$ cat src/rtl/demod_config.svh
// bus and data path widths, register addresses, mode codes, DAC select codes
`ifndef DEMOD_CONFIG_SVH
`define DEMOD_CONFIG_SVH

// data path widths
`define SAMPLE_W    18
`define FREQ_W      12
`define ALPHA_W     16
`define MODE_W      5
`define DAC_SEL_W   4

// microprocessor bus
`define BUS_W       32
`define ADDR_W      13

// register map
`define ADDR_CTRL       13'h0000
`define ADDR_FLD_ALPHA  13'h0004
`define ADDR_FLD_THRESH 13'h0008
`define ADDR_STATUS     13'h000c

// demodulation modes
`define MODE_OQPSK  5'd1
`define MODE_SOQPSK 5'd3
`define MODE_FM     5'd7

// DAC source selects
`define DAC_I           4'd0
`define DAC_Q           4'd1
`define DAC_FREQ        4'd4
`define DAC_AVGFREQ     4'd10
`define DAC_FREQERROR   4'd11

// absolute average limit, half of full scale
`define FLD_ABS_LIMIT   18'h10000

`endif

$ cat src/rtl/fmDiscriminator.sv
// cross-product FM discriminator with previous sample store
`default_nettype none
`timescale 1ns/1ns

`include "demod_config.svh"

module fmDiscriminator (
    input  wire                             clk,
    input  wire                             rstN,
    input  wire                             sampleEn,
    input  wire signed  [`SAMPLE_W-1:0]     iIn,
    input  wire signed  [`SAMPLE_W-1:0]     qIn,
    output logic        [`SAMPLE_W-1:0]     fmVideo
);

    logic signed [`SAMPLE_W-1:0]    iPrev;
    logic signed [`SAMPLE_W-1:0]    qPrev;
    logic signed [2*`SAMPLE_W-1:0]  crossNow;
    logic signed [2*`SAMPLE_W-1:0]  crossPrev;
    logic signed [2*`SAMPLE_W-1:0]  crossDiff;

    // iPrev*qNow - qPrev*iNow tracks the phase step between samples
    assign crossNow  = iPrev * qIn;
    assign crossPrev = qPrev * iIn;
    assign crossDiff = crossNow - crossPrev;

    always_ff @(posedge clk or negedge rstN) begin
        if (!rstN) begin
            iPrev   <= '0;
            qPrev   <= '0;
            fmVideo <= '0;
        end else if (sampleEn) begin
            iPrev   <= iIn;
            qPrev   <= qIn;
            // drop the redundant sign bit and keep the top 18
            fmVideo <= crossDiff[2*`SAMPLE_W-2:`SAMPLE_W-1];
        end
    end

endmodule

`default_nettype wire

$ cat config.mk
export PLATFORM = sky130hd
export DESIGN_NAME = fmDiscriminator
export DESIGN_NICKNAME = d
export VERILOG_FILES = /design/src/rtl/fmDiscriminator.sv
export VERILOG_INCLUDE_DIRS = /design/src /design/src/rtl
export SDC_FILE = /design/constraint.sdc
export NUM_CORES = 2
export LEC_CHECK = 0
export BUFFER_PORTS_ARGS = -buffer_cell sky130_fd_sc_hd__clkbuf_2
export CAP_MARGIN = 20
export CORE_ASPECT_RATIO = 0.8
export CORE_UTILIZATION = 50
export CTS_CLUSTER_DIAMETER = 150
export DETAILED_ROUTE_END_ITERATION = 6
export PLACE_DENSITY = 0.67
export SLEW_MARGIN = 5
export SYNTH_ARGS = -nofsm -noshare
export SYNTH_HDL_FRONTEND = slang
export SYNTH_SLANG_ARGS = --single-unit
$ cat constraint.sdc
create_clock -name clk -period 10.4 [get_ports clk]
set_input_delay 0 -clock clk [delete_from_list [all_inputs] [get_ports clk]]
set_output_delay 0 -clock clk [all_outputs]
set_load 0.03 [all_outputs]
==> metrics.yaml <==
status:
  status: "finished, final reports clean"
synthesis:
  synth_largest_area_cell: "fa_1"
  synth_area_um2: 25800
  synth_flop_cell: "dfrtp_1"
  postSynthCellCount: 2644
  synthTopCellsByArea: "fa_1 (55%), inv_1 (11%), ha_1 (8.1%)"
  ys_ff_latch: 54
  async_reset_ff_share_pct: 100
  synth_area_per_cell_um2: 9.76
  yosys_warnings: 0
  synth.top_cell.area_share_pct: 55.3
  synth-edff-count: 0
  synthTopCellsByCount: "inv_1 (722), fa_1 (713), nand2_1 (315)"
  yosysMostFrequentCell: "inv_1"
  syn-num-nets: 3562
  synth_seq_area_share_pct: 5.24
  synth_cell_types: 51
floorplanning:
  die_x_um: 256
  start_util_pct: 50.6
  die_h_um: 205
  io_pins: 57
  core_um2: 51000
  dieArea_um2: 52500
  std_cell_rows: 74
timing:
  post-route-period-util_pct: 79.3
  drv_slew: 0
  layout_min_cycle_time_ns: 8.25
  fin_setup_tns_ns: 0
  hold_viol: 0
  fin_skew_ns: 0.00827
  worst_slew_pin_slew_ns: 0.960
  setup_violations: 0
  slew-limit-headroom_pct: 36.0
  rsz0062_at_grt: "no"
  max_freq_mhz: 121
finish:
  num_antenna_cells: 0
  fill_cells: 4572
  drive_gt1_share_pct: 4.73
  nets: 3495
  area_delta_synth_final_pct: 3.26
critical_path:
  r2r_cells: 21
  cp_common_cell: "fa_1"
  cp-start-kind: "register"
  rrSetupSlack_ns: 2.15
  end_kind: "register"
  crit_fanout: 18
  cp.depth: 21
  crit_chain: "nand2_1 -> inv_1 -> fa_1 -> fa_1 -> fa_1 -> inv_1 -> fa_1 -> fa_1 -> fa_1 -> fa_1 -> inv_1 -> fa_1 -> inv_1 -> ha_1 -> nand4_1 -> or3_1 -> or2_1 -> a211oi_2 -> o21ai_1 -> a2111o_1 -> nand3_1"
  worstPathRequired_ns: 10.64
  arrival_ns: 8.49
  crit_buf_inv: 4
  worst_path_max_delay_cell: "dfrtp_1"
  cp-endpoint: "fmVideo[14]"
  path_delay_family: "adder cells"
  crit_type: "register to register"
  crit_path_start: "qPrev[17]"
  critPathMaxStageDelay_ns: 0.66
  reg2reg_to: "fmVideo[14]"
  r2r_start: "qPrev[17]"
clock_tree:
  cts_buffers: 5
  clk_latency_ns: 0.31
  clock_path_buffers: 2
  cts_resized: 0
  root_buffer: "clkbuf_16"
  cts_tree: "done"
  numClockSinks: 54
  clk_pin_slew_worst_paths_ns: 0.08
  htreeDepth: 2
detailed_routing:
  drt-total-wl_um: 66800
  drc: 0
  drt_iter0_markers: 1180
  met2RoutedLength_um: 28000
  dr.max_layer_used: "met4"
  via_per_inst: 5.22
  vias: 17000
  met1_length_um: 31700
  wl_met3_um: 6220
  ant_nets: 0
  wl_per_cell_um: 20.5
  dr.pass1.iters: 5
grt:
  grt_max_degree: 55
  grtUsageTotal_pct: 27.7
  grt_overflow: 0
  grt_pass1_wl_um: 110000
  grt_pass1_vias: 19500
  antenna_found_initial: 0
place:
  place_congestion: 0.919
  port-buffer-count: 56
  dpl.hpwl_um: 56700
min_path:
  hold_class: "input pin to register"
job:
  cap_viol_max_count: 0
repair_timing:
item | in CTS | in global routing
buffers inserted | 0 | 0
endpoints found under the hold margin | 54 | 0
hold buffers | 1 | 0
cells in the final DEF, fill, tap and decap left out, types with 3 or more instances in the layout:
cell,n
a21o_1,10
nor3_1,8
a21oi_1,16
nand4_1,5
o21bai_1,3
or2_2,3
xor2_1,7
ha_1,166
o21ai_0,8
nand2b_1,8
buf_4,7
nand3_1,9
inv_1,722
and3_1,3
nand2_1,315
clkbuf_16,5
nor2_1,17
nor2b_1,18
xnor2_1,33
dfrtp_1,54
and2_1,310
mux2_2,41
fa_1,713
o21a_1,3
clkbuf_2,56
layer usage:
| metal | up-vias | global-route usage (%) |
|---|---|---|
| met5 | - | 0 |
| met4 | 0 | 4.30 |
| met3 | 66 | 6.05 |
| met2 | 609 | 40.8 |
| met1 | 9032 | 42.4 |
| li1 | 7308 | - |
cell type report:
type	instances	area, um2	area share [%]
Inverter	723	2710	10.2
Clock buffer	7	153	0.573
Clock inverter	1	8.76	0.0329
Tap cell	684	856	3.21
Sequential cell	54	1350	5.07
Timing Repair Buffer	64	343	1.29
Multi-Input combinational cell	1729	21200	79.6
sequential cells by signal, indices dropped and copies added, names as in the netlist:
signal and count:
iPrev 18, fmVideo 18, qPrev 18
cells by family (layout without fill, tap and decap cells):
family | after synthesis | after routing | share of synthesized area (%)
XOR/XNOR | 40 | 40 | 1.36
AO/OA/AOI/OAI | 65 | 65 | 1.85
flip-flops | 54 | 54 | 5.24
multiplexers | 41 | 41 | 1.79
adder cells (fa/ha/maj) | 879 | 879 | 63.4
buffers and inverters | 861 | 795 | 12.5
AND/OR/NAND/NOR | 704 | 704 | 13.8
worst min-delay path by stage:
| stage | depth (start not counted) | start | to |
|---|---|---|---|
| 4_1_cts | 3 | qIn[17] | qPrev[17] |
| 3_5_place_dp | 2 | rstN | qPrev[13] |
| 3_3_place_gp | 2 | rstN | fmVideo[15] |
| 6_report | 3 | qIn[17] | qPrev[17] |
| 2_1_floorplan | 0 | rstN | fmVideo[0] |
| 5_1_grt | 3 | qIn[17] | qPrev[17] |
tightest hold or removal path, stage by stage:
cell and delay [ns]:
clkbuf_2 0.22, nand2_1 0.10, o21ai_0 0.08
stage by stage:
step / std cells / hold slack (ns) / utilization, % / instance area [um2] / worst slack, ns
2_1_floorplan: 2644 / -0.296 / - / 25800 / 3.19
3_3_place_gp: 3253 / 0.189 / 51.9 / 26500 / 2.28
3_5_place_dp: 3253 / 0.208 / 51.9 / 26500 / 2.18
4_1_cts: 3262 / 0.136 / 52.2 / 26600 / 2.17
5_1_grt: 3262 / 0.184 / 52.2 / 26600 / 1.77
6_report: 3262 / 0.147 / 52.2 / 26600 / 2.15
Power is not shown: default switching activity piles up to over one toggle a cycle in this logic, so the estimate is an artifact.
