`src/rtl/demod_config.svh`:
```
// bus and data path widths, register addresses, mode codes, DAC select codes
`ifndef DEMOD_CONFIG_SVH
`define DEMOD_CONFIG_SVH

// data path widths
`define SAMPLE_W    18
`define FREQ_W      12
`define ALPHA_W     16
`define MODE_W      5
`define DAC_SEL_W   4

// microprocessor bus
`define BUS_W       32
`define ADDR_W      13

// register map
`define ADDR_CTRL       13'h0000
`define ADDR_FLD_ALPHA  13'h0004
`define ADDR_FLD_THRESH 13'h0008
`define ADDR_STATUS     13'h000c

// demodulation modes
`define MODE_OQPSK  5'd1
`define MODE_SOQPSK 5'd3
`define MODE_FM     5'd7

// DAC source selects
`define DAC_I           4'd0
`define DAC_Q           4'd1
`define DAC_FREQ        4'd4
`define DAC_AVGFREQ     4'd10
`define DAC_FREQERROR   4'd11

// absolute average limit, half of full scale
`define FLD_ABS_LIMIT   18'h10000

`endif

```
`src/rtl/demodPkg.sv`:
```
// control register union with its field view
`default_nettype none

`include "demod_config.svh"

package demodPkg;

    // field layout of the control word, msb first
    typedef struct packed {
        logic [11:0]              spareHigh;
        logic [`DAC_SEL_W-1:0]    dac2Select;
        logic [`DAC_SEL_W-1:0]    dac1Select;
        logic [`DAC_SEL_W-1:0]    dac0Select;
        logic [2:0]               spareLow;
        logic [`MODE_W-1:0]       demodMode;
    } demodCtrlFields_t;

    // raw view takes the bus writes, field view feeds the data path
    typedef union packed {
        logic [`BUS_W-1:0]  raw;
        demodCtrlFields_t   f;
    } demodCtrl_u;

endpackage

`default_nettype wire

```
`src/rtl/demodRegs.sv`:
```
// register block: control word, false-lock settings, status readback
`default_nettype none
`timescale 1ns/1ns

`include "demod_config.svh"

module demodRegs (
    input  wire                         clk,
    input  wire                         rstN,
    input  wire     [`ADDR_W-1:0]       addr,
    input  wire     [`BUS_W-1:0]        din,
    input  wire                         wr0,
    input  wire                         wr1,
    input  wire                         wr2,
    input  wire                         wr3,
    input  wire                         highFreqOffset,
    input  wire                         carrierLock,
    output logic    [`BUS_W-1:0]        dout,
    output demodPkg::demodCtrl_u        ctrl,
    output logic    [`ALPHA_W-1:0]      falseLockAlpha,
    output logic    [`ALPHA_W-1:0]      falseLockThreshold
);

    logic [3:0] lanes;
    logic       ctrlSel;
    logic       alphaSel;
    logic       threshSel;

    assign lanes     = {wr3, wr2, wr1, wr0};
    assign ctrlSel   = (addr == `ADDR_CTRL);
    assign alphaSel  = (addr == `ADDR_FLD_ALPHA);
    assign threshSel = (addr == `ADDR_FLD_THRESH);

    always_ff @(posedge clk or negedge rstN) begin
        if (!rstN) begin
            ctrl.raw           <= '0;
            falseLockAlpha     <= '0;
            falseLockThreshold <= '0;
        end else begin
            for (int b = 0; b < 4; b++) begin
                if (lanes[b] && ctrlSel) begin
                    ctrl.raw[8*b +: 8] <= din[8*b +: 8];
                end
            end
            // settings are 16 bits wide, so only the two low lanes land
            for (int b = 0; b < 2; b++) begin
                if (lanes[b] && alphaSel) begin
                    falseLockAlpha[8*b +: 8] <= din[8*b +: 8];
                end
                if (lanes[b] && threshSel) begin
                    falseLockThreshold[8*b +: 8] <= din[8*b +: 8];
                end
            end
        end
    end

    always_comb begin
        case (addr)
            `ADDR_CTRL:       dout = ctrl.raw;
            `ADDR_FLD_ALPHA:  dout = {{(`BUS_W-`ALPHA_W){1'b0}}, falseLockAlpha};
            `ADDR_FLD_THRESH: dout = {{(`BUS_W-`ALPHA_W){1'b0}}, falseLockThreshold};
            `ADDR_STATUS:     dout = {{(`BUS_W-2){1'b0}}, carrierLock, highFreqOffset};
            default:          dout = '0;
        endcase
    end

endmodule

`default_nettype wire

```
`config.mk`:
```
export PLATFORM = sky130hd
export DESIGN_NAME = demodRegs
export DESIGN_NICKNAME = d
export VERILOG_FILES = /design/src/rtl/demodPkg.sv /design/src/rtl/demodRegs.sv
export VERILOG_INCLUDE_DIRS = /design/src /design/src/rtl
export SDC_FILE = /design/constraint.sdc
export NUM_CORES = 1
export LEC_CHECK = 0
export BUFFER_PORTS_ARGS = -buffer_cell sky130_fd_sc_hd__buf_2
export CAP_MARGIN = 20
export CORE_MARGIN = 5
export CORE_UTILIZATION = 45
export DETAILED_ROUTE_END_ITERATION = 16
export PLACE_DENSITY = 0.8
export SYNTH_ARGS = -nofsm -noshare
export SYNTH_HDL_FRONTEND = slang
export SYNTH_SLANG_ARGS = --single-unit
```
`constraint.sdc`:
```
create_clock -name clk -period 2.27 [get_ports clk]
set_input_delay 0.227 -clock clk [delete_from_list [all_inputs] [get_ports clk]]
set_output_delay 0.227 -clock clk [all_outputs]
set_load 0.02 [all_outputs]
```
==> impl_results.md <==
* Postcts setup bufs at 0
* CP most frequent cell: buf_2
* Main combinational cell family by area after synthesis: multiplexers
* Max_cap viols at 0
* P per Cell Area at around 630 mW/mm^2
* Synth Area in Simple Gates at around an eighth
* Synth Area in Compound Gates at between 4 and 5%
* Max Fclk at approximately 0.46 GHz
* Synthesis warning total at 0
* DP Wirelength at 5750 um
* Final nets at 422
* Synth area leaders: dfrtp_1 (56%), mux2_2 (24%), and2_1 (3.5%), nor4_4 (2.2%), a222oi_1 (2.1%)
* Register area at 0.00160 sq mm
* Synth area leader: dfrtp_1
* Number of core rows at 29
* Static leakage power at approximately 2.5 nW
* Total power at approximately 0.0026 W
* CTS Buf Count at 9
* Vias in the first global route at 2,487
* Avg Cell Area, Syn at 13.7 sq um
* Area Growth Syn to Fin at 40.4%
* Max-slew violations at 0
* Die ar. at around 0.0081 sq mm
* Largest net degree at the start of global routing at 36
* Worst slew pin tran at approximately 0.7 ns
* Fillcell total at around 520
* Slowest stage cell, crit path: or4_1
* Final Skew at 0 ns
* #FFs+latches synth at 64
* Worst Path Arrival at just under 2 ns
* Mux cell area share after synthesis at 26.6%
* Fin crit share at between 90% and 100%
* Via density at ~5.2
* Drt wl/cell at 17.1 um
* Worst skew pair latency at between 0.3 and 0.4 ns
* Max_slew headroom at about 54%
* Synth cell types at 20
* Critical path, cell by cell: buf_2 > or4_1 > nor4_4 > buf_12 > a222oi_1 > inv_1 > buf_2
* Initial antenna violation count at 0
* Data required time of the worst path at slightly above 2 ns
* Diode count at 0
* Vias at 2,348
* Final setup viols at 0
* DRT Pass-1 Iters at 6
* Post-synth top cells: dfrtp_1 (64), mux2_2 (62), and2_1 (16), nand2_1 (16)
* EDFF count, synth at 0
* Sequential fraction of the synthesis area at between 50% and 60%
* Post-Syn Instances at about 210
* Die Wd at between 90 and 100 um
* Final setup TNS at 0 ns
* Kind of launch point of the worst setup path: primary input
* Worst path max stage delay at around 0.70 ns
* Die height at around 90 um
* Synth Cell Area at between 0.002 and 0.003 sq mm
* Clock root buffer: clkbuf_8
* Async S/R FF share, synth at between 90% and 100%
* Synth Area in Adders at 0%
* Dpl cells at around 430
* TritonCTS clock tree: done
* GP Congestion at ~0.75
* Area occupied by multi-input gates at ~0.0012 sq mm
* Min-Delay Path Class: primary input to flip-flop
* # IOs at about 150
* Final min period at between 2 and 2.5 ns
* Syn nets at roughly 260
* Post-synth top flop: dfrtp_1
* Synth Area in XOR/XNOR at 0%
* Share of layout cells above drive strength 1 at 66.3%
* Critical path class: primary input to output pin
* Core box area at between 0.006 and 0.007 sq mm
* Port bufs at about 150
* Detailed router's first-iteration violation count at about 100
* Total GRT Usage at between 10% and 20%
* # H-tree levels at 3
* RSZ-0062 raised after global routing: no
* First-pass GRT wire length at 12,500 um
* Critical-path maximum fanout at 28
* ANT nets after route at 0
* Resize count post-CTS at 0
* Worst-path clk slew at 0.07 ns
* Setup WS pre-CTS at between 0.01 and 0.015 ns
* CP Capture Type: output pin
* Final hold violation count at 0
* Starting Density at 45.9%
* Area share of the largest cell type after synthesis at a little under three fifths
* Clk sink count at 64
* Setup WS post-layout at ~0.083 ns
* Outcome: completed
* Maximum vdd drop at roughly 0.60 mV
* Final WL at about 7700 um
* Top-count cell post-synth: dfrtp_1
* Final std cells w/o fill at approximately 450
* GRT overflow at 0
* Max Root-Sink Buffers at 2
* Residual DRC at 0
[layer usage]
metal  track usage [%]  vias to the layer above  routed length, um
met5                 0                        -                  0
met2              31.2                      108               3790
met1              22.7                     1146               3060
li1                  -                     1078                  -
met3              6.59                       16                674
met4              7.82                        0                178
[where the power goes]
group	internal [W]	switching, W
clock	0.000845	0.000470
combinational	0.0000469	0.0000592
sequential	0.00114	0.00000200
[cell usage in the layout, fill, tap and decap left out, types with 2 or more instances in the layout]
cell type  netlist  layout
nand2_2          8       8
mux2_1           2       2
dfrtp_1         64      64
or4b_2           2       2
a22oi_1          8       8
buf_2            1     148
mux2_2          62      62
and2_1          16      16
inv_1            6       6
buf_12           0       3
a222oi_1         6       6
and3_1           2       2
clkbuf_8         0       9
bufinv_16        0       4
or4_1            2       2
nor4_4           3       3
nand2_1         16      16
buf_4            0       3
mux4_2           2       2
[final cells by class]
| cell class | count | area share, % |
|---|---|---|
| clock buffers | 9 | 3.06 |
| flip-flops and latches | 64 | 39.6 |
| multi-input cells | 133 | 30.3 |
| inverters | 6 | 0.556 |
| clock inverters | 7 | 3.52 |
| well taps | 77 | 2.38 |
| repair buffers | 155 | 20.6 |
[worst max-delay path, delay by kind of cell]
kind	cells	cell delay [ns]
AO/OA/AOI/OAI	1	0.11
AND/OR/NAND/NOR	2	1.06
buffers and inverters	4	0.55
[path summary, 6_finish.rpt]
| check | from | to | slack (ns) | cells past startpoint |
|---|---|---|---|---|
| max | addr[1] | dout[9] | 0.08 | 7 |
| min | din[21] | ctrl[21] | 0.12 | 2 |
| max reg2reg | falseLockAlpha[4] | falseLockAlpha[4] | 1.45 | 1 |
| min reg2reg | ctrl[28] | ctrl[28] | 0.52 | 1 |
| max in group asynchronous | rstN | ctrl[23] | 1.17 | 3 |
| min in group asynchronous | rstN | ctrl[24] | 0.46 | 2 |
[registers in the layout, summed over array words and instances (netlist names)]
register            cells
ctrl                   32
falseLockAlpha         16
falseLockThreshold     16
[logic make-up (layout without fill, tap and decap cells)]
logic type / after synthesis / in the layout
muxes: 66 / 66
DFF: 64 / 64
and+or+nand+nor: 53 / 53
buffers and inverters: 14 / 177
AOI/OAI and AO/OA: 14 / 14
[stage by stage]
| step | util, % | hold slack [ns] | instance area [sq um] |
|---|---|---|---|
| finish | 64.5 | 0.118 | 4050 |
| global route | 64.5 | 0.0960 | 4050 |
| CTS | 64.5 | 0.105 | 4050 |
| detailed placement | 60.1 | 0.303 | 3770 |
| global placement | 60.1 | 0.293 | 3770 |
| floorplan | - | -0.0686 | 2880 |
[repair_timing]
action / 4_1_cts / 5_1_grt
endpoints found under the hold margin: 29 / 0
setup endpoints to repair: 0 / 0
hold buffers: 1 / 0
Note: power is estimated with default switching activity, not from simulation.
