==> config.mk <==
export PLATFORM = sky130hd
export DESIGN_NAME = falseLockDetector
export DESIGN_NICKNAME = d
export VERILOG_FILES = /design/src/rtl/falseLockDetector.sv
export VERILOG_INCLUDE_DIRS = /design/src /design/src/rtl
export SDC_FILE = /design/constraint.sdc
export NUM_CORES = 2
export LEC_CHECK = 0
export ABC_AREA = 1
export BUFFER_PORTS_ARGS = -buffer_cell sky130_fd_sc_hd__buf_4
export CAP_MARGIN = 10
export CORE_ASPECT_RATIO = 0.5
export CORE_MARGIN = 3
export CORE_UTILIZATION = 40
export CTS_CLUSTER_SIZE = 20
export DETAILED_ROUTE_END_ITERATION = 12
export GPL_ROUTABILITY_DRIVEN = 0
export PLACE_DENSITY = 0.65
export SYNTH_ARGS = -nofsm -noshare
export SYNTH_HDL_FRONTEND = slang
export SYNTH_SLANG_ARGS = --single-unit
export TNS_END_PERCENT = 1
==> constraint.sdc <==
create_clock -name clk -period 6.1 [get_ports clk]
set_input_delay 0.915 -clock clk [delete_from_list [all_inputs] [get_ports clk]]
set_output_delay 0.915 -clock clk [all_outputs]
set_load 0.005 [all_outputs]
==> src/rtl/demod_config.svh <==
// bus and data path widths, register addresses, mode codes, DAC select codes
`ifndef DEMOD_CONFIG_SVH
`define DEMOD_CONFIG_SVH

// data path widths
`define SAMPLE_W    18
`define FREQ_W      12
`define ALPHA_W     16
`define MODE_W      5
`define DAC_SEL_W   4

// microprocessor bus
`define BUS_W       32
`define ADDR_W      13

// register map
`define ADDR_CTRL       13'h0000
`define ADDR_FLD_ALPHA  13'h0004
`define ADDR_FLD_THRESH 13'h0008
`define ADDR_STATUS     13'h000c

// demodulation modes
`define MODE_OQPSK  5'd1
`define MODE_SOQPSK 5'd3
`define MODE_FM     5'd7

// DAC source selects
`define DAC_I           4'd0
`define DAC_Q           4'd1
`define DAC_FREQ        4'd4
`define DAC_AVGFREQ     4'd10
`define DAC_FREQERROR   4'd11

// absolute average limit, half of full scale
`define FLD_ABS_LIMIT   18'h10000

`endif

==> src/rtl/falseLockDetector.sv <==
// exponential averages of frequency and its magnitude, high offset flag
`default_nettype none
`timescale 1ns/1ns

`include "demod_config.svh"

module falseLockDetector (
    input  wire                             clk,
    input  wire                             rstN,
    input  wire                             freqEn,
    input  wire signed  [`FREQ_W-1:0]       freq,
    input  wire signed  [`FREQ_W-1:0]       freqError,
    input  wire         [`MODE_W-1:0]       demodMode,
    input  wire                             carrierLock,
    input  wire         [`ALPHA_W-1:0]      falseLockAlpha,
    input  wire         [`ALPHA_W-1:0]      falseLockThreshold,
    output logic signed [`SAMPLE_W-1:0]     averageFreq,
    output logic        [`SAMPLE_W-1:0]     averageAbsFreq,
    output logic                            highFreqOffset
);

    logic signed [`SAMPLE_W:0]      alphaFrac;
    logic signed [`SAMPLE_W:0]      decayFrac;
    logic signed [`SAMPLE_W-1:0]    negFreqSample;
    logic signed [`SAMPLE_W-1:0]    nextFreqSample;
    logic signed [`SAMPLE_W-1:0]    nextAbsSample;
    logic signed [`SAMPLE_W-1:0]    freqSample;
    logic signed [`SAMPLE_W-1:0]    absFreqSample;
    logic signed [2*`SAMPLE_W:0]    alphaProd, decayProd;
    logic signed [2*`SAMPLE_W:0]    absAlphaProd, absDecayProd;
    logic signed [2*`SAMPLE_W:0]    freqSum, absSum;
    logic        [`SAMPLE_W-1:0]    absAverageFreq;

    // alpha and 1-alpha as fractions of 2^17
    assign alphaFrac = {1'b0, falseLockAlpha, 2'b00};
    assign decayFrac = $signed({2'b01, {(`SAMPLE_W-1){1'b0}}}) - alphaFrac;

    assign negFreqSample = {-freq, {(`SAMPLE_W-`FREQ_W){1'b0}}};

    always_comb begin
        case (demodMode)
            `MODE_OQPSK, `MODE_SOQPSK: begin
                nextFreqSample = negFreqSample;
                nextAbsSample  = negFreqSample[`SAMPLE_W-1] ?
                                 {freq, {(`SAMPLE_W-`FREQ_W){1'b0}}} : negFreqSample;
            end
            default: begin
                nextFreqSample = {freqError, {(`SAMPLE_W-`FREQ_W){1'b0}}};
                nextAbsSample  = '0;
            end
        endcase
    end

    // one free-running multiplier stage, settled long before the next freqEn
    always_ff @(posedge clk or negedge rstN) begin
        if (!rstN) begin
            alphaProd    <= '0;
            decayProd    <= '0;
            absAlphaProd <= '0;
            absDecayProd <= '0;
        end else begin
            alphaProd    <= freqSample * alphaFrac;
            decayProd    <= averageFreq * decayFrac;
            absAlphaProd <= absFreqSample * alphaFrac;
            absDecayProd <= $signed(averageAbsFreq) * decayFrac;
        end
    end

    assign freqSum        = alphaProd + decayProd;
    assign absSum         = absAlphaProd + absDecayProd;
    assign absAverageFreq = averageFreq[`SAMPLE_W-1] ? -averageFreq : averageFreq;

    always_ff @(posedge clk or negedge rstN) begin
        if (!rstN) begin
            freqSample     <= '0;
            absFreqSample  <= '0;
            averageFreq    <= '0;
            averageAbsFreq <= '0;
            highFreqOffset <= 1'b0;
        end else if (freqEn) begin
            freqSample     <= nextFreqSample;
            absFreqSample  <= nextAbsSample;
            averageFreq    <= freqSum[2*`SAMPLE_W-2:`SAMPLE_W-1];
            averageAbsFreq <= absSum[2*`SAMPLE_W-2:`SAMPLE_W-1];
            if (averageAbsFreq > `FLD_ABS_LIMIT) begin
                highFreqOffset <= 1'b1;
            end else if (absAverageFreq > falseLockThreshold) begin
                // a large mean offset only counts when the loop claims no lock
                highFreqOffset <= !carrierLock;
            end else begin
                highFreqOffset <= 1'b0;
            end
        end
    end

endmodule

`default_nettype wire

==> metrics <==
status=finished with violations; violated checks=setup timing; Initial DRC Count=2924; crit end category=flip-flop; Synth Register Bits=169; crit path to=absDecayProd[28]; Worst EP required=6.48 ns; dominant synthesized flop cell=dfrtp_1; R2R setup slack=0.09 ns; IO Count=102; num rows=88; syn_area_per_cell=8.05 um2; Critical Path Start Type=input pin; Place WS=-1.28 ns; layout cells sized above 1=16.0%; clock latency on the worst-skew pair=0.50 ns; Clock Tree Buf Depth=2; Initial Utilization=40.7%; area added between synthesis and finish=18.9%; Detailed Place HPWL=117 mm; Min Hold Slack=0.296 ns; R2R Path End=alphaProd[34]; wire length per cell=17.4 um; CTS Buf Count=17; slew margin rel.=31.7%; die area=0.123 mm2; setup ws final=-0.657 ns; sequential cell area fraction in the yosys report=8.92%; GRT Total Usage=23.1%; Critical-path top delay cell=fa_1; EDFF count, synth=0; first-pass GRT wire length=221 mm; initial antenna violation count=7; max cap viols=0; Root Driver=clkbuf_16; Worst path max stage delay=0.56 ns; fmax=148 MHz; max-slew violations=0; Worst R2R Start=freqSample[17]; placed insts=7985; final wirelength=140 mm; CP arrival=7.13 ns; post-layout net count=7882; vias in the first global route=40300; core area=0.116 mm2; cell mode on critical path=fa_1; Worst Hold Class=in2async; vias=39400; H-tree depth=4; final period utilization=111%; grt ovf=0; port buffer count=100; min cycle time layout=6.76 ns; setup TNS=-16.57 ns; mapped cell area=0.0474 mm2; CP Max Fanout=10; WS Path Type=in2reg; final non-filler cell total=8033; post-route ant nets=0; Die X=493 um; Least-Margin Pin Slew=1.02 ns; most frequent cells in the layout=1625 x inv_1, 1147 x nand2_1, 983 x fa_1; die span in y=249 um; average vias per placed instance=4.90; asr flop ratio synth=100%; RSZ-0062 raised after global routing=true; largest net degree at the start of global routing=136; CTS Sinks=169; final hold vios=0; Clock Skews=0.0158 ns; YS warnings=0; Net Count, Synth=7333; Reg clk slew, reported paths=0.07 ns; Final setup viols=40; most common cell after layout, fill and taps aside=inv_1; Setup crit start=falseLockAlpha[0]; Post-route DRC=0; unique cell type count in the Yosys netlist=53; R2R depth=18; CTS tree=yes; drt pass-1 iters=7; Synth Instances=5894
==> cell usage after synthesis (4+ instances only) <==
cell type | n | area [um2]
xnor2_1 | 60 | 526
fa_1 | 996 | 19900
inv_1 | 1651 | 6200
a211oi_1 | 7 | 52.6
xor2_1 | 103 | 902
or2_2 | 25 | 156
o21ai_0 | 148 | 741
dfrtp_1 | 169 | 4230
nor4_1 | 20 | 125
nor2_1 | 433 | 1630
nor2_2 | 19 | 119
o21bai_1 | 19 | 143
ha_1 | 378 | 4730
o21a_1 | 5 | 37.5
nand3_1 | 133 | 666
buf_2 | 21 | 105
buf_1 | 16 | 60.1
a21o_1 | 24 | 180
nand4_1 | 31 | 194
clkinv_1 | 6 | 22.5
o211ai_1 | 8 | 60.1
nand2_1 | 1172 | 4400
a31oi_1 | 11 | 68.8
o31ai_1 | 4 | 30.0
nor3_1 | 32 | 160
a21oi_1 | 177 | 886
nand3b_1 | 5 | 37.5
clkbuf_1 | 181 | 679
a21boi_0 | 6 | 45.0
==> metrics by stage <==
| step | cell area (um2) | utilization, % |
|---|---|---|
| after CTS | 55700 | 47.8 |
| final | 56400 | 48.4 |
| after global placement | 54800 | 47.0 |
| after floorplan | 47900 | - |
| after global routing | 56400 | 48.4 |
| after detailed placement | 54800 | 47.0 |
==> kinds of logic after synthesis <==
group / Yosys count / synth area share [%]
AND/OR/NAND/NOR: 1883 / 16.1
buffers and inverters: 1881 / 15.0
adder cells (fa/ha/maj): 1374 / 52.0
AO/OA/AOI/OAI: 424 / 5.00
flip-flops: 169 / 8.92
XOR/XNOR: 163 / 3.01
==> repair_timing <==
action                                  CTS  global route
setup buffers                             2            10
resized for setup                        71           124
gates cloned                              0             2
hold endpoints to repair                  0             0
endpoints found under the setup margin   50            67
pin swaps                                22            54
hold buffers                              0             0
==> registers in the layout, indices dropped and copies added (netlist names) <==
| signal | flops |
|---|---|
| absAlphaProd | 27 |
| absDecayProd | 27 |
| absFreqSample | 12 |
| alphaProd | 27 |
| averageFreq | 18 |
| freqSample | 12 |
| averageAbsFreq | 18 |
| decayProd | 27 |
| highFreqOffset | 1 |
==> cell type report <==
class	count	area (um2)
Antenna cell	3	7.51
Clock buffer	17	425
Clock inverter	14	186
Fill cell	11200	60100
Inverter	1660	6250
Multi-Input combinational cell	3844	37100
Sequential cell	169	4230
Tap cell	1575	1970
Timing Repair Buffer	751	6230
==> worst min-delay path by stage <==
stage                         startpoint         endpoint  cells past startpoint
after global routing                rstN   averageFreq[1]                      1
final                               rstN    decayProd[19]                      1
after global placement    highFreqOffset   highFreqOffset                      2
after floorplan           highFreqOffset   highFreqOffset                      2
after detailed placement  highFreqOffset   highFreqOffset                      2
after CTS                           rstN  averageFreq[12]                      1
==> per-layer routing <==
metal,GRT usage [%],up-vias,wire length [um]
met5,0.425,-,105
met4,6.02,6,3950
met3,5.45,217,13100
met2,35.9,1384,62300
met1,32.3,19600,60300
li1,-,18100,-
==> worst max-delay path, delay by kind of cell <==
family          cells  cell delay, ns
fa+ha+maj           8            3.50
buf+inv            10            1.07
simple gates        7            0.81
compound gates      3            0.69
xor+xnor            1            0.14
Power is left out: the tool's default activity adds up to more than one toggle a clock period on the data nets, which glitch-free logic cannot reach.
