### src/rtl/demod_config.svh
// bus and data path widths, register addresses, mode codes, DAC select codes
`ifndef DEMOD_CONFIG_SVH
`define DEMOD_CONFIG_SVH

// data path widths
`define SAMPLE_W    18
`define FREQ_W      12
`define ALPHA_W     16
`define MODE_W      5
`define DAC_SEL_W   4

// microprocessor bus
`define BUS_W       32
`define ADDR_W      13

// register map
`define ADDR_CTRL       13'h0000
`define ADDR_FLD_ALPHA  13'h0004
`define ADDR_FLD_THRESH 13'h0008
`define ADDR_STATUS     13'h000c

// demodulation modes
`define MODE_OQPSK  5'd1
`define MODE_SOQPSK 5'd3
`define MODE_FM     5'd7

// DAC source selects
`define DAC_I           4'd0
`define DAC_Q           4'd1
`define DAC_FREQ        4'd4
`define DAC_AVGFREQ     4'd10
`define DAC_FREQERROR   4'd11

// absolute average limit, half of full scale
`define FLD_ABS_LIMIT   18'h10000

`endif

### src/rtl/demodPkg.sv
// control register union with its field view
`default_nettype none

`include "demod_config.svh"

package demodPkg;

    // field layout of the control word, msb first
    typedef struct packed {
        logic [11:0]              spareHigh;
        logic [`DAC_SEL_W-1:0]    dac2Select;
        logic [`DAC_SEL_W-1:0]    dac1Select;
        logic [`DAC_SEL_W-1:0]    dac0Select;
        logic [2:0]               spareLow;
        logic [`MODE_W-1:0]       demodMode;
    } demodCtrlFields_t;

    // raw view takes the bus writes, field view feeds the data path
    typedef union packed {
        logic [`BUS_W-1:0]  raw;
        demodCtrlFields_t   f;
    } demodCtrl_u;

endpackage

`default_nettype wire

### src/rtl/dacOutputMux.sv
// source holding registers and three selectable DAC channels with strobes
`default_nettype none
`timescale 1ns/1ns

`include "demod_config.svh"

module dacOutputMux (
    input  wire                         clk,
    input  wire                         rstN,
    input  wire                         sampleEn,
    input  wire                         freqEn,
    input  wire     [`SAMPLE_W-1:0]     iIn,
    input  wire     [`SAMPLE_W-1:0]     qIn,
    input  wire     [`SAMPLE_W-1:0]     fmVideo,
    input  wire     [`FREQ_W-1:0]       freq,
    input  wire     [`FREQ_W-1:0]       freqError,
    input  wire     [`SAMPLE_W-1:0]     averageFreq,
    input  wire     [`SAMPLE_W-1:0]     averageAbsFreq,
    input  demodPkg::demodCtrl_u        ctrl,
    output logic                        dac0Sync,
    output logic                        dac1Sync,
    output logic                        dac2Sync,
    output logic    [`SAMPLE_W-1:0]     dac0Data,
    output logic    [`SAMPLE_W-1:0]     dac1Data,
    output logic    [`SAMPLE_W-1:0]     dac2Data
);

    logic [`SAMPLE_W-1:0] iReg, qReg, fmVideoReg;
    logic [`SAMPLE_W-1:0] freqReg, freqErrorReg, avgFreqReg, avgAbsFreqReg;
    logic                 sampleEnDly, freqEnDly;
    logic                 fmMode;

    assign fmMode = (ctrl.f.demodMode == `MODE_FM);

    // returns {sync, data}; avgSrc differs per channel
    function automatic logic [`SAMPLE_W:0] pickSource(
        input logic [`DAC_SEL_W-1:0] sel,
        input logic [`SAMPLE_W-1:0]  avgSrc
    );
        logic [`SAMPLE_W:0] pick;
        case (sel)
            `DAC_I:         pick = {sampleEnDly, iReg};
            `DAC_Q:         pick = {sampleEnDly, qReg};
            `DAC_FREQ:      pick = fmMode ? {sampleEnDly, fmVideoReg} : {freqEnDly, freqReg};
            `DAC_AVGFREQ:   pick = {freqEnDly, avgSrc};
            `DAC_FREQERROR: pick = {freqEnDly, freqErrorReg};
            default:        pick = {sampleEnDly, iReg};
        endcase
        return pick;
    endfunction

    always_ff @(posedge clk or negedge rstN) begin
        if (!rstN) begin
            {iReg, qReg, fmVideoReg}                              <= '0;
            {freqReg, freqErrorReg, avgFreqReg, avgAbsFreqReg}    <= '0;
            {sampleEnDly, freqEnDly}                              <= '0;
            {dac0Sync, dac0Data}                                  <= '0;
            {dac1Sync, dac1Data}                                  <= '0;
            {dac2Sync, dac2Data}                                  <= '0;
        end else begin
            sampleEnDly <= sampleEn;
            freqEnDly   <= freqEn;
            // fmVideo lags its strobe by one, so this holds the previous pair
            if (sampleEn) begin
                iReg       <= iIn;
                qReg       <= qIn;
                fmVideoReg <= fmVideo;
            end
            if (freqEn) begin
                freqReg       <= {freq, {(`SAMPLE_W-`FREQ_W){1'b0}}};
                freqErrorReg  <= {freqError, {(`SAMPLE_W-`FREQ_W){1'b0}}};
                avgFreqReg    <= averageFreq;
                avgAbsFreqReg <= averageAbsFreq;
            end
            // channel 1 shows the magnitude average, the others the signed one
            {dac0Sync, dac0Data} <= pickSource(ctrl.f.dac0Select, avgFreqReg);
            {dac1Sync, dac1Data} <= pickSource(ctrl.f.dac1Select, avgAbsFreqReg);
            {dac2Sync, dac2Data} <= pickSource(ctrl.f.dac2Select, avgFreqReg);
        end
    end

endmodule

`default_nettype wire

### config.mk
export PLATFORM = sky130hd
export DESIGN_NAME = dacOutputMux
export DESIGN_NICKNAME = d
export VERILOG_FILES = /design/src/rtl/demodPkg.sv /design/src/rtl/dacOutputMux.sv
export VERILOG_INCLUDE_DIRS = /design/src /design/src/rtl
export SDC_FILE = /design/constraint.sdc
export NUM_CORES = 1
export LEC_CHECK = 0
export BUFFER_PORTS_ARGS = -buffer_cell sky130_fd_sc_hd__buf_2
export CELL_PAD_IN_SITES_DETAIL_PLACEMENT = 0
export CELL_PAD_IN_SITES_GLOBAL_PLACEMENT = 1
export CORE_MARGIN = 2
export CORE_UTILIZATION = 42
export CTS_CLUSTER_SIZE = 8
export DETAILED_ROUTE_END_ITERATION = 10
export PLACE_DENSITY_LB_ADDON = 0.3
export SLEW_MARGIN = 20
export SYNTH_ARGS = -nofsm -noshare
export SYNTH_HDL_FRONTEND = slang
export SYNTH_SLANG_ARGS = --single-unit
### constraint.sdc
create_clock -name clk -period 1.3 [get_ports clk]
set_clock_uncertainty 0.05 [all_clocks]
set_input_delay 0 -clock clk [delete_from_list [all_inputs] [get_ports clk]]
set_output_delay 0 -clock clk [all_outputs]
set_load 0.01 [all_outputs]
==> flow_summary_export.csv <==
group,metric,value,unit
run_status,status,"finished with violations",
run_status,violations,"negative setup slack",
timing,slew_viol_final,0,
timing,slew_headroom,28.8,%
yosys,yosys-top-cells-count,"173 x dfrtp_1, 139 x mux2_2, 42 x o21ai_0, 34 x nor2_1, 25 x clkbuf_1",
detailed_routing,drt_iter0_drc,512,
die,core,17900,um2
yosys,ys_warn_count,0,
yosys,synth_cell_type_count,40,
detailed_routing,via_count,6445,
yosys,synthTopCellsByArea,"dfrtp_1 57%, mux2_2 20%, mux2i_1 3.1%, a222oi_1 3.0%, o21ai_0 2.7%",
timing,holdWs,0.0383,ns
final_layout,final_cell_area,11100,um2
detailed_routing,remaining_drc_errors,0,
yosys,synth-simple-area-share,3.81,%
power_and_ir_drop,powerDensity,1260,nW/um2
yosys,synthXorXnorAreaFrac,0.344,%
detailed_routing,viasPerCell,5.59,
detailed_routing,wl_per_cell,20.8,um
cts,clk_path_buf_depth,2,
setup_path,end_kind,"register",
yosys,syn_avg_cell_area,13.5,um2
setup_path,required,1.54,ns
placed_design,io_buffers,191,
yosys,synth_mux_area_share,23.8,%
cts,root_buffer,"clkbuf_16",
yosys,ys.flop_type,"dfrtp_1",
cts,htreeDepth,4,
run,drv_cap,0,
cts,clkTransAtPathRegs,0.07,ns
die,ios,207,
die,die_w,139,um
detailed_routing,wl,24.0,mm
global_route,grt_pass1_vias,6952,
placed_design,placed_area,9250,um2
final_layout,syn2layout_area_growth,45.6,%
die,die_y,139,um
cts,cts_buffers,17,
detailed_routing,firstDrtPassIters,9,
global_route,antenna_found_initial,1,
die,initial_core_util,42.7,%
power_and_ir_drop,p_leak,5.09,nW
min_path,min-delay-start,"ctrl[13]",
global_route,gr-total-overflow,0,
timing,setup_ws,-0.108,ns
yosys,syn_area,7650,um2
final_layout,nNetsFinal,1059,
global_route,grt_first_pass_wirelength,37.3,mm
die,die-area,19300,um2
cts,cts.sinks,173,
placed_design,gp_congestion,0.917,
yosys,postSynthCellCount,567,
yosys,synth_top_cell_by_area,"dfrtp_1",
timing,rsz0062_at_grt,"yes",
setup_path,startpoint_type,"register",
yosys,synth_fp_nets,717,
global_route,grt_max_degree,56,
timing,final.period_utilization,108,%
final_layout,n_fill_cell,1406,
cts,cts_tree,"done",
timing,worstMarginPinSlew,1.06,ns
min_path,worstHoldPathType,"input port to register",
die,rows,49,
timing,fmax,710,MHz
yosys,ys_ff_latch,173,
timing,finalHoldViolCount,0,
global_route,grt_usage,25.2,%
cts,clk_latency,0.43,ns
yosys,ys_async_sr_fraction,100,%
yosys,synth_seq_area_share,56.6,%
yosys,synth.most_common_cell,"dfrtp_1",
timing,setup_violations,9,
setup_path,worstPathArrival,1.64,ns
timing,min_period,1.41,ns
setup_path,critPathLaunch,"freqErrorReg[15]",
yosys,synth_top_family_by_area,"multiplexers",
placed_design,dpl.hpwl,17.0,mm
detailed_routing,final_antenna_net_count,0,
yosys,synth_edf_count,0,
power_and_ir_drop,peakVddDrop,1.11,mV
setup_path,critPathMaxFanout,4,
setup_path,timing.rr.start,"freqErrorReg[15]",
final_layout,drive_above_1_share,47.1,%
yosys,synth_compound_area_share,12.8,%
setup_path,critPathKind,"register to register",
yosys,synth.top_cell.area_share,56.6,%
yosys,synth-adder-area-share,0,%
==> worst max-delay path: stages (launching register included) <==
cell      delay (ns)
dfrtp_1         0.41
mux2_2          0.28
a222oi_1        0.37
o21ai_1         0.17
==> state kept, by name, indices dropped and copies added (netlist names), 12 cells and up <==
register,count
dac0Data,18
freqReg,12
iReg,18
freqErrorReg,12
fmVideoReg,18
qReg,18
avgFreqReg,18
dac1Data,18
avgAbsFreqReg,18
dac2Data,18
==> layout make-up <==
cell class                 count  area [um2]  share of cell area (%)
antenna                        2        5.00                  0.0450
clock buffer                  20         447                    4.01
clock inverter                12         135                    1.21
multi-input combinational    351        3220                    28.9
sequential                   173        4330                    38.9
tap                          229         287                    2.57
timing repair buffer         366        2710                    24.3
==> placed cells by master, fill, tap and decap left out, types with 4 or more instances in the layout <==
cell           Yosys  routed
buf_2             11     190
dfrtp_1          173     173
mux2_2           139     120
dlygate4sd3_1      0     118
buf_4              2      46
nor2_1            34      34
o21ai_1            2      25
mux2i_1           24      24
a222oi_1          23      23
mux2_4             0      19
o21ai_0           42      18
clkbuf_16          0      17
a221o_1           13      13
a22oi_1           12      12
a221oi_1          12      11
buf_12             0      11
a21oi_1            6       6
a21o_1             6       6
o221a_2            6       6
inv_6              0       4
==> cell families after synthesis <==
kind of cell | Yosys count
AO/OA/AOI/OAI | 129
XOR/XNOR | 3
buffers and inverters | 43
flip-flops | 173
multiplexers | 164
AND/OR/NAND/NOR | 55
==> per-layer routing <==
| layer | track usage [%] | up-vias | part of all wire [%] |
|---|---|---|---|
| li1 | - | 2848 | - |
| met1 | 29.4 | 3170 | 38 |
| met2 | 44.4 | 361 | 51 |
| met3 | 5.56 | 66 | 7.8 |
| met4 | 11.5 | 0 | 4.0 |
| met5 | 0 | - | 0 |
==> repair_timing <==
action	in CTS	in global routing
endpoints found under the hold margin	290	0
hold buffers	118	0
pin swaps	2	5
setup buffers	2	3
gates resized for setup	17	29
endpoints found under the setup margin	12	32
==> per-stage QoR <==
stage	setup slack [ns]	util (%)	std cells	total power, mW	setup TNS [ns]
final	-0.108	62.2	1153	14.1	-0.315
after global routing	-0.117	62.2	1152	14.7	-1.30
after floorplan	-0.122	-	567	7.54	-0.306
after global placement	-0.501	51.6	997	8.67	-16.43
after CTS	-0.100	61.7	1148	14.1	-0.352
after detailed placement	-0.496	51.7	997	8.74	-15.65
==> worst paths after layout <==
path / to / slack (ns) / depth (start not counted)
max: dac0Data[15] / -0.11 / 3
min: dac1Data[7] / 0.04 / 5
max reg2reg: dac0Data[15] / -0.11 / 3
min reg2reg: avgAbsFreqReg[7] / 0.45 / 1
max in group asynchronous: fmVideoReg[13] / 0.46 / 3
min in group asynchronous: avgFreqReg[3] / 0.08 / 2
==> power by group <==
group | switching, mW | total [mW] | leakage (nW) | internal [mW]
clock network | 2.15 | 5.05 | 0.286 | 2.90
registers | 0.458 | 6.44 | 2.04 | 5.99
logic | 1.13 | 2.58 | 2.77 | 1.46
total | 3.73 | 14.1 | 5.09 | 10.3
(Power assumes the default switching activity.)
